--- config.mk ---
export PLATFORM = sky130hd
export DESIGN_NAME = controlUnit
export DESIGN_NICKNAME = d
export VERILOG_FILES = /design/src/cuStatePkg.sv /design/src/cuIsaPkg.sv /design/src/controlUnit.sv /design/src/controlRom.sv /design/src/stateSequencer.sv /design/src/instrDecoder.sv
export VERILOG_INCLUDE_DIRS = /design/src
export SDC_FILE = /design/constraint.sdc
export NUM_CORES = 1
export LEC_CHECK = 0
export BUFFER_PORTS_ARGS = -buffer_cell sky130_fd_sc_hd__buf_2
export CAP_MARGIN = 10
export CELL_PAD_IN_SITES_DETAIL_PLACEMENT = 1
export CELL_PAD_IN_SITES_GLOBAL_PLACEMENT = 1
export CORE_ASPECT_RATIO = 1.4
export CORE_MARGIN = 1.5
export CORE_UTILIZATION = 22
export CTS_CLUSTER_SIZE = 12
export DETAILED_ROUTE_END_ITERATION = 8
export PLACE_DENSITY_LB_ADDON = 0.15
export RECOVER_POWER = 25
export SLEW_MARGIN = 25
export SYNTH_ARGS = -nofsm -noshare
export SYNTH_HDL_FRONTEND = slang
export SYNTH_SLANG_ARGS = --single-unit
--- constraint.sdc ---
create_clock -name CLK -period 1.91 [get_ports CLK]
set_input_delay 0.382 -clock CLK [delete_from_list [all_inputs] [get_ports CLK]]
set_output_delay 0.382 -clock CLK [all_outputs]
set_load 0.005 [all_outputs]
--- src/cu_defs.svh ---
`ifndef CU_DEFS_SVH
`define CU_DEFS_SVH

// instruction word as delivered by the IR
`define CU_INSTR_W 32

// sequencer state encoding
`define CU_STATE_W 7

// class field position
`define CU_CLASS_HI 27
`define CU_CLASS_LO 25

// branch with link when set
`define CU_LINK_BIT 20

// control field widths
`define CU_ALUOP_W 5
`define CU_SHIFT_W 3
`define CU_CSEL_W 3

`endif
--- src/cuStatePkg.sv ---
`default_nettype none

`include "cu_defs.svh"

package cuStatePkg;

	// state codes keep the microcode numbering
	typedef enum logic [`CU_STATE_W-1:0]
	{
		stReset        = 7'd0,
		stFetchAddr    = 7'd1,
		stFetchReq     = 7'd2,
		stFetchWait    = 7'd3,
		stDecode       = 7'd4,
		stDpImm        = 7'd5,
		stDpImmFlags   = 7'd6,
		stDpShift      = 7'd7,
		stBranchTarget = 7'd8,
		stBranchUpdate = 7'd9,
		stBranchLink   = 7'd10
	} cuState;

	// ALU opcodes driven on aluCode
	typedef enum logic [`CU_ALUOP_W-1:0]
	{
		opPassB  = 5'b10000,
		opIncr4  = 5'b10001,
		opAdd    = 5'b10010,
		opAddImm = 5'b10011,
		opTarget = 5'b00100
	} aluOp;

	// shifter modes, only meaningful with shiftEn
	typedef enum logic [`CU_SHIFT_W-1:0]
	{
		shNone         = 3'b000,
		shImmRotate    = 3'b001,
		shBranchOffset = 3'b100
	} shiftType;

endpackage

`default_nettype wire

--- src/cuIsaPkg.sv ---
`default_nettype none

`include "cu_defs.svh"

package cuIsaPkg;

	// instruction class, taken from ir[27:25]
	typedef enum logic [`CU_CLASS_HI-`CU_CLASS_LO:0]
	{
		dpShifter   = 3'b000,
		dpImmediate = 3'b001,
		lsImmediate = 3'b010,
		lsRegister  = 3'b011,
		branch      = 3'b101
	} instrClass;

	// fields the sequencer cares about
	typedef struct packed
	{
		instrClass cls;
		logic      link;
	} decodedInstr;

endpackage

`default_nettype wire

--- src/controlUnit.sv ---
`timescale 1ns/1ps
`default_nettype none

`include "cu_defs.svh"

module controlUnit
(
	input  wire logic                   CLK,
	input  wire logic                   rstN,
	input  wire logic [`CU_INSTR_W-1:0] ir,
	input  wire logic                   cond,
	input  wire logic                   moc,
	output logic                        rfLd,
	output logic                        irLd,
	output logic                        marLd,
	output logic                        frLd,
	output logic                        rw,
	output logic                        mov,
	output logic [1:0]                  maSel,
	output logic                        mbSel,
	output logic [`CU_CSEL_W-1:0]       mcSel,
	output logic                        md,
	output logic [1:0]                  mfSel,
	output logic                        mh,
	output logic                        miSel,
	output logic [1:0]                  mjSel,
	output logic                        shiftEn,
	output logic [`CU_SHIFT_W-1:0]      shiftMode,
	output logic                        sBit,
	output logic [`CU_ALUOP_W-1:0]      aluCode,
	output logic                        clr
);

	cuStatePkg::cuState dispatchState;
	cuStatePkg::cuState state;

	instrDecoder u_instrDecoder
	(
		.ir(ir),
		.cond(cond),
		.dispatchState(dispatchState)
	);

	stateSequencer u_stateSequencer
	(
		.CLK(CLK),
		.rstN(rstN),
		.moc(moc),
		.dispatchState(dispatchState),
		.state(state)
	);

	controlRom u_controlRom
	(
		.state(state),
		.rfLd(rfLd),
		.irLd(irLd),
		.marLd(marLd),
		.frLd(frLd),
		.rw(rw),
		.mov(mov),
		.maSel(maSel),
		.mbSel(mbSel),
		.mcSel(mcSel),
		.md(md),
		.mfSel(mfSel),
		.mh(mh),
		.miSel(miSel),
		.mjSel(mjSel),
		.shiftEn(shiftEn),
		.shiftMode(shiftMode),
		.sBit(sBit),
		.aluCode(aluCode),
		.clr(clr)
	);

endmodule

`default_nettype wire

--- src/controlRom.sv ---
`timescale 1ns/1ps
`default_nettype none

`include "cu_defs.svh"

module controlRom
(
	input  wire cuStatePkg::cuState state,
	output logic                    rfLd,
	output logic                    irLd,
	output logic                    marLd,
	output logic                    frLd,
	output logic                    rw,
	output logic                    mov,
	output logic [1:0]              maSel,
	output logic                    mbSel,
	output logic [`CU_CSEL_W-1:0]   mcSel,
	output logic                    md,
	output logic [1:0]              mfSel,
	output logic                    mh,
	output logic                    miSel,
	output logic [1:0]              mjSel,
	output logic                    shiftEn,
	output logic [`CU_SHIFT_W-1:0]  shiftMode,
	output logic                    sBit,
	output logic [`CU_ALUOP_W-1:0]  aluCode,
	output logic                    clr
);

	always_comb
	begin
		rfLd      = 1'b0;
		irLd      = 1'b0;
		marLd     = 1'b0;
		frLd      = 1'b0;
		rw        = 1'b0;
		mov       = 1'b0;
		maSel     = 2'b00;
		mbSel     = 1'b0;
		mcSel     = '0;
		md        = 1'b0;
		mfSel     = 2'b00;
		mh        = 1'b0;
		miSel     = 1'b0;
		mjSel     = 2'b00;
		shiftEn   = 1'b0;
		shiftMode = cuStatePkg::shNone;
		sBit      = 1'b0;
		aluCode   = '0;
		clr       = 1'b0;
		case (state)
			cuStatePkg::stReset:
				clr = 1'b1;
			cuStatePkg::stFetchAddr:
			begin
				// MAR <- PC
				marLd   = 1'b1;
				maSel   = 2'b10;
				md      = 1'b1;
				aluCode = cuStatePkg::opPassB;
			end
			cuStatePkg::stFetchReq:
			begin
				// PC <- PC + 4 while the read starts
				rfLd    = 1'b1;
				rw      = 1'b1;
				mov     = 1'b1;
				maSel   = 2'b10;
				mcSel   = 3'b011;
				md      = 1'b1;
				aluCode = cuStatePkg::opIncr4;
			end
			cuStatePkg::stFetchWait:
			begin
				irLd = 1'b1;
				rw   = 1'b1;
				mov  = 1'b1;
			end
			cuStatePkg::stDpImm:
			begin
				rfLd      = 1'b1;
				mbSel     = 1'b1;
				mcSel     = 3'b100;
				md        = 1'b1;
				shiftEn   = 1'b1;
				shiftMode = cuStatePkg::shImmRotate;
				aluCode   = cuStatePkg::opAddImm;
			end
			cuStatePkg::stDpImmFlags:
			begin
				rfLd  = 1'b1;
				frLd  = 1'b1;
				mjSel = 2'b01;
			end
			cuStatePkg::stDpShift:
			begin
				rfLd  = 1'b1;
				frLd  = 1'b1;
				mbSel = 1'b1;
				mh    = 1'b1;
				miSel = 1'b1;
			end
			cuStatePkg::stBranchTarget:
			begin
				// sign-extended offset shifted left by two
				rfLd      = 1'b1;
				mbSel     = 1'b1;
				frLd      = 1'b1;
				mcSel     = 3'b100;
				md        = 1'b1;
				mfSel     = 2'b11;
				mjSel     = 2'b11;
				shiftEn   = 1'b1;
				shiftMode = cuStatePkg::shBranchOffset;
				aluCode   = cuStatePkg::opAddImm;
			end
			cuStatePkg::stBranchUpdate:
			begin
				rfLd    = 1'b1;
				maSel   = 2'b10;
				mcSel   = 3'b011;
				md      = 1'b1;
				mjSel   = 2'b01;
				sBit    = 1'b1;
				aluCode = cuStatePkg::opTarget;
			end
			cuStatePkg::stBranchLink:
			begin
				// return address goes to the link register
				rfLd    = 1'b1;
				maSel   = 2'b11;
				mcSel   = 3'b100;
				md      = 1'b1;
				mjSel   = 2'b01;
				sBit    = 1'b1;
				aluCode = cuStatePkg::opTarget;
			end
			default:
			begin
				clr = 1'b0;
			end
		endcase
		// rw only ever goes out together with the memory strobe
		assert (!rw || mov);
	end

endmodule

`default_nettype wire

--- src/stateSequencer.sv ---
`timescale 1ns/1ps
`default_nettype none

module stateSequencer
(
	input  wire logic          CLK,
	input  wire logic          rstN,
	input  wire logic          moc,
	input  wire cuStatePkg::cuState dispatchState,
	output cuStatePkg::cuState state
);

	cuStatePkg::cuState nextState;

	always_comb
	begin
		case (state)
			cuStatePkg::stReset:        nextState = cuStatePkg::stFetchAddr;
			cuStatePkg::stFetchAddr:    nextState = cuStatePkg::stFetchReq;
			cuStatePkg::stFetchReq:     nextState = cuStatePkg::stFetchWait;
			cuStatePkg::stFetchWait:
			begin
				// hold until memory reports completion
				if (moc)
					nextState = cuStatePkg::stDecode;
				else
					nextState = cuStatePkg::stFetchWait;
			end
			cuStatePkg::stDecode:       nextState = dispatchState;
			cuStatePkg::stDpImm:        nextState = cuStatePkg::stDpImmFlags;
			cuStatePkg::stBranchLink:   nextState = cuStatePkg::stBranchTarget;
			cuStatePkg::stBranchTarget: nextState = cuStatePkg::stBranchUpdate;
			default:                    nextState = cuStatePkg::stFetchAddr;
		endcase
	end

	always_ff @(posedge CLK)
	begin
		if (!rstN)
			state <= cuStatePkg::stReset;
		else
			state <= nextState;
	end

	assert property (@(posedge CLK) disable iff (!rstN)
		state inside {cuStatePkg::stReset, cuStatePkg::stFetchAddr, cuStatePkg::stFetchReq,
			cuStatePkg::stFetchWait, cuStatePkg::stDecode, cuStatePkg::stDpImm,
			cuStatePkg::stDpImmFlags, cuStatePkg::stDpShift, cuStatePkg::stBranchTarget,
			cuStatePkg::stBranchUpdate, cuStatePkg::stBranchLink});

	// no way out of the fetch wait without moc
	assert property (@(posedge CLK) disable iff (!rstN)
		(state == cuStatePkg::stFetchWait && !moc) |=> (state == cuStatePkg::stFetchWait));

endmodule

`default_nettype wire

--- src/instrDecoder.sv ---
`timescale 1ns/1ps
`default_nettype none

`include "cu_defs.svh"

module instrDecoder
(
	input  wire logic [`CU_INSTR_W-1:0] ir,
	input  wire logic                   cond,
	output cuStatePkg::cuState          dispatchState
);

	cuIsaPkg::decodedInstr dec;

	assign dec.cls  = cuIsaPkg::instrClass'(ir[`CU_CLASS_HI:`CU_CLASS_LO]);
	assign dec.link = ir[`CU_LINK_BIT];

	always_comb
	begin
		dispatchState = cuStatePkg::stFetchAddr;
		// failed condition skips execution entirely
		if (cond)
		begin
			case (dec.cls)
				cuIsaPkg::dpImmediate:
					dispatchState = cuStatePkg::stDpImm;
				cuIsaPkg::dpShifter:
					dispatchState = cuStatePkg::stDpShift;
				cuIsaPkg::branch:
				begin
					// link saves the return address before the jump
					if (dec.link)
						dispatchState = cuStatePkg::stBranchLink;
					else
						dispatchState = cuStatePkg::stBranchTarget;
				end
				cuIsaPkg::lsImmediate, cuIsaPkg::lsRegister:
					dispatchState = cuStatePkg::stFetchAddr;
				default:
					dispatchState = cuStatePkg::stFetchAddr;
			endcase
		end
	end

endmodule

`default_nettype wire

=== Word level (Yosys, flattened, before mapping) ===
Cells that the tools add are included.

* Register bits after elaboration: 7
* Input port bits: 36
* Output and inout bits: 30
* Logic and storage cells: 48

* Equal/unequal tests: 12
* Mux-type cells: 22
* Reductions and logical operators: 13

{| class="wikitable"
|+ Operator list
! kind !! number
|-
| 7-bit case mux with 7 select lines || 1
|-
| 7-bit by 3-bit equality test with 1-bit output (second input constant) || 4
|-
| 7-bit by 4-bit equality test with 1-bit output (second input constant) || 3
|-
| 7-bit case mux with 3 select lines || 1
|-
| 5-bit case mux with 4 select lines || 1
|-
| 3-bit OR reduction || 5
|-
| 7-bit by 2-bit equality test with 1-bit output (second input constant) || 2
|-
| 3-bit case mux with 2 select lines || 2
|-
| 1-bit two-way mux || 11
|-
| 2-bit case mux with 2 select lines || 2
|-
| 2-bit OR reduction || 4
|-
| 7-bit by 1-bit equality test with 1-bit output (second input constant) || 1
|-
| 7-bit zero test || 1
|-
| 7-bit two-way mux || 1
|-
| 7-bit OR reduction || 1
|-
| 6-bit OR reduction || 1
|-
| 2-bit two-way mux || 2
|-
| 3-bit by 1-bit equality test with 1-bit output (second input constant) || 1
|-
| 3-bit equality test (second input constant) || 1
|-
| 3-bit zero test || 1
|-
| 3-bit two-way mux || 1
|}

=== Longest topological paths before layout ===
* Word-level depth: 4
* Gate-level depth with buffers: 5
* Depth with buffers taken out: 4

=== Hierarchy ===
Synthesis repeated with hierarchy kept, for this count alone.

* Cells, all modules: 107
* Area total of the unflattened synthesis: 858.3 µm²

{| class="wikitable"
|+ Modules (own cells, without submodules)
! module !! area an instance (µm²) !! sequential area each (µm²) !! instances !! cells an instance
|-
| controlRom || 427.9 || 0.0 || 1 || 57
|-
| stateSequencer || 352.8 || 140.1 || 1 || 38
|-
| instrDecoder || 77.6 || 0.0 || 1 || 12
|}

=== Least setup slack after synthesis ===
No wires, ideal clock.

* Path type: register -> output
* Start: register u_stateSequencer.state[0]
* End: output port mcSel[1]
* Data arrival time: 1.149 ns
* Stages on the path, launching flop included: 6
* Path slack: 0.379 ns
* Required time: 1.528 ns
* Path buffers: 2
* Path through: dfxtp_1 > buf_6 > nand2b_2 > mux2_2 > nor2_1 > buf_4

* Word-level cells in the longest chain between the ends: 3
* Elaborated cells on any way between the ends: 8
* Classes of those cells: eq/ne (5); mux (1); reduce/logical (2)

{| class="wikitable"
|+ RTL lines
! element !! line !! source
|-
| from (decl) || stateSequencer.sv:10 || <nowiki>output cuStatePkg::cuState state</nowiki>
|-
| from (signal assigned) || stateSequencer.sv:40 || <nowiki>state <= cuStatePkg::stReset;</nowiki>
|-
| from (signal assigned) || stateSequencer.sv:42 || <nowiki>state <= nextState;</nowiki>
|-
| 7-bit by 3-bit equality test with 1-bit output, or another cell as far along || controlRom.sv:51 || <nowiki>case (state)</nowiki>
|-
| 3-bit OR reduction (no line) or 2-bit OR reduction (tied branches) || n/a ||
|-
| 3-bit case mux with 2 select lines * || controlRom.sv:51 ||
|-
| to (decl) || controlUnit.sv:21 || <nowiki>output logic [`CU_CSEL_W-1:0] mcSel,</nowiki>
|}

Every way passes the cells marked *; elsewhere a longest branch is shown, timed or not.

=== Final worst setup path ===
* Start: register u_stateSequencer.state[2]
* End: output port aluCode[0]

* Word-level cells in the longest chain between the ends: 3
* Elaborated cells on any way between the ends: 9
* Classes of those cells: eq/ne (6); mux (1); reduce/logical (2)

{| class="wikitable"
|+ RTL lines
! element !! line !! source
|-
| 7-bit by 4-bit equality test with 1-bit output or 7-bit by 3-bit equality test with 1-bit output (tied branches) || controlRom.sv:51 ||
|-
| 2-bit OR reduction (no line) || n/a ||
|-
| 5-bit case mux with 4 select lines * || controlRom.sv:51 ||
|-
| to (decl) || controlUnit.sv:30 || <nowiki>output logic [`CU_ALUOP_W-1:0] aluCode,</nowiki>
|}

Marks and branches as above.

==> reports/results.md <==
• depth of the most critical reg-to-reg path: 5
• clock tree from TritonCTS: done
• I/O pin cnt: 66
• count of final max-slew check failures: 0
• most used standard cells in the synthesized netlist: sky130_fd_sc_hd__buf_4, sky130_fd_sc_hd__nor2_1, sky130_fd_sc_hd__o21ai_0, sky130_fd_sc_hd__a21oi_1
• Fill cells: 355
• synthesis-stage register bit count: 4
• post-route fraction of the period consumed by the critical path: 0.9470
• shortest clock period the worst path allows after layout: 1.809 ns
• overall routed net length: 1.736 mm
• library cell with the largest summed area after synthesis: sky130_fd_sc_hd__dfxtp_1
• flip-flop count of the largest register after layout: 4
• Fin. Hold Viols: 0
• H-tree lvl count: 1
• critical path type: flip-flop to output port
• cell area after technology mapping: 603.1 sq um
• ANT cells: 0
• worst-case clock skew: 0.004221 ns
• total half-perimeter wirelength after legalization and detailed placement: 1.356 mm
• worst reg2reg startpoint: u_stateSequencer.state[0]
• dominant synthesized flop cell: sky130_fd_sc_hd__dfxtp_1
• die outline height: 64.95 um
• number of clock sinks: 4
• Post-synth EDFFs: 0
• r2r endpoint: u_stateSequencer.state[1]
• weighted congestion at the end of routability-driven global placement: 0.7215
• number of I/O port buffers: 35
• registers with the highest flip-flop counts: u_stateSequencer.state (4)
• core area: 0.002615 sq mm
• antenna violations before repair: 0
• result of the run: completed
• starting density of the core: 0.2306
• Mapped Cells: 84
• count leader, synth: sky130_fd_sc_hd__buf_4
• most flop-heavy register: u_stateSequencer.state
• pre-CTS setup slack: 0.2055 ns
• DP Cell Count: 145
• drt first-iter violations: 7
• cts-stage hold buffer count: 0
• iteration count of the initial detailed-routing pass: 2
• hold worst-path end: u_stateSequencer.state[1]
• clock insertion delay at the later pin of the skew report: 0.23 ns
• routed vias/inst: 4.507
• area of all placed cells without fillers: 769.5 sq um
• Leak: 0.3870 nW
• post-route insts no fill: 148
• max-cap violation count: 0
• biggest area contributors in the synthesized netlist: sky130_fd_sc_hd__dfxtp_1, sky130_fd_sc_hd__buf_4, sky130_fd_sc_hd__o21ai_0, sky130_fd_sc_hd__a21oi_1, sky130_fd_sc_hd__nor2_1
• remaining routing DRC violations: 0
• part of the Yosys area used for sequential elements: 0.1328
• proportion of netlist area held by the largest area contributor: 0.1328
• vias in the first global route: 565
• worst min-delay path class: input pin to flip-flop
• FFs w/ async S/R, synth: 0
• Setup TNS Final: 0 ns
• GR Util All Layers: 0.1165
• Overflow after GRT: 0
• minimum setup slack among reg-to-reg paths: 0.65 ns
• Setup crit start kind: flip-flop
• instance area after placement: 750.7 sq um
• number of buffers added by the clock tree synthesis step: 3
• RSZ-0062 raised after global routing: no
• instance count along the most critical hold path: 3
• PwrDens: 393.4 mW/mm^2
• floorplan die area: 0.003069 sq mm
• setup slack after layout: 0.1013 ns
• number of nets in the layout: 150
• startpoint of the lowest-slack hold path: rstN
• Worst IR Drop VDD: 0.00009651 V
• Antenna Violating Nets Remaining: 0
• largest fanout on the critical path: 9
• Syn-to-layout area delta: 27.59%
• Site Rows: 22
• mean cell area of the mapped netlist: 7.180 sq um
• wire length of the first global-routing pass: 2.635 mm
• setup violation total in the final timing report: 0
• Die Wd: 47.25 um
• maximum number of pins on one net before global-route repair: 15
• clock-pin transition on the worst setup and hold timing paths: 0.03 ns
• worst path arrival time: 1.43 ns
• post-CTS setup repair buffer count: 0
• count of synthesis-stage warnings from yosys: 0
• Worst Path Required: 1.53 ns
• WL per Instance: 11.73 um
• number of library cell types mapped by synthesis: 36
• Max clock buf depth: 2
• f_max: 552.9 MHz
• endpoint type of the worst setup path: output port
• layout cells sized above 1: 0.4732
• count of vias placed by the detailed router: 667
• clock root buffer: sky130_fd_sc_hd__clkbuf_4
layout by cell type, fill, tap and decap left out, types with 2 or more instances in the layout:
cell type	n
sky130_fd_sc_hd__clkbuf_4	3
sky130_fd_sc_hd__a211oi_1	2
sky130_fd_sc_hd__nor2_1	7
sky130_fd_sc_hd__conb_1	2
sky130_fd_sc_hd__a21o_1	2
sky130_fd_sc_hd__mux2_2	2
sky130_fd_sc_hd__buf_4	5
sky130_fd_sc_hd__o21ai_0	7
sky130_fd_sc_hd__nor2b_1	3
sky130_fd_sc_hd__nand3_1	3
sky130_fd_sc_hd__nand2b_1	4
sky130_fd_sc_hd__nand2_1	4
sky130_fd_sc_hd__dfxtp_2	2
sky130_fd_sc_hd__nor3b_1	2
sky130_fd_sc_hd__a31oi_1	2
sky130_fd_sc_hd__buf_2	33
sky130_fd_sc_hd__a21oi_1	6
sky130_fd_sc_hd__nor3_1	3
sky130_fd_sc_hd__clkbuf_1	2
cell families (layout without fill, tap and decap cells):
family	after synthesis	count (layout)	synth area share
buf+inv	17	44	0.1950
flops	4	4	0.1328
compound gates	27	27	0.2842
mux	2	2	0.03734
other cells	1	2	0.006218
simple gates	33	33	0.3444
where the power goes:
part	leakage [nW]	switching, mW	internal, mW
logic	0.339	0.0556	0.0489
registers	0.0341	0.00764	0.0869
clock network	0.0138	0.0334	0.0702
total	0.387	0.0967	0.206
repair_timing:
item                                    CTS  global route
pin swaps                                 0             0
resized for setup                         1             3
gates cloned                              0             0
endpoints found under the setup margin    1             8
worst max-delay path by stage:
stage                                         start  cells after the start          to
after detailed placement  u_stateSequencer.state[2]                      5  aluCode[0]
after floorplan           u_stateSequencer.state[0]                      5    mcSel[1]
after global placement    u_stateSequencer.state[2]                      5  aluCode[0]
after CTS                 u_stateSequencer.state[3]                      4    mcSel[1]
final                     u_stateSequencer.state[2]                      5  aluCode[0]
after global routing      u_stateSequencer.state[2]                      5  aluCode[0]
worst max-delay path: stages (launching register included):
cell                      delay (ns)
sky130_fd_sc_hd__dfxtp_4        0.39
sky130_fd_sc_hd__and2b_2        0.27
sky130_fd_sc_hd__nand2_1        0.13
sky130_fd_sc_hd__a21oi_2        0.08
sky130_fd_sc_hd__a31o_2         0.21
sky130_fd_sc_hd__buf_2          0.12
stage by stage:
stage / hold WS (ns) / power [mW] / util
after global placement: 0.6711 / 0.2030 / 0.2871
final: 0.4300 / 0.3027 / 0.2943
after global routing: 0.4541 / 0.3230 / 0.2943
after CTS: 0.4248 / 0.3141 / 0.2962
after detailed placement: 0.6748 / 0.2044 / 0.2871
after floorplan: 0.5238 / 0.1699 / -
cell type report:
cell class                 instances  area [sq um]  area share
sequential                         4         86.33      0.1122
timing repair buffer              40         210.2      0.2732
multi-input combinational         64         401.6      0.5220
inverter                           1         3.754    0.004878
tap                               36         45.04     0.05854
clock buffer                       3         22.52     0.02927
metal layers:
layer	track usage	wire length [um]	up-vias
met5	0	0	-
met4	0.06250	0	0
met3	0	63	0
met2	0.1841	870	19
met1	0.1544	802	305
li1	-	-	343
Note: power is estimated with default switching activity, not from simulation.
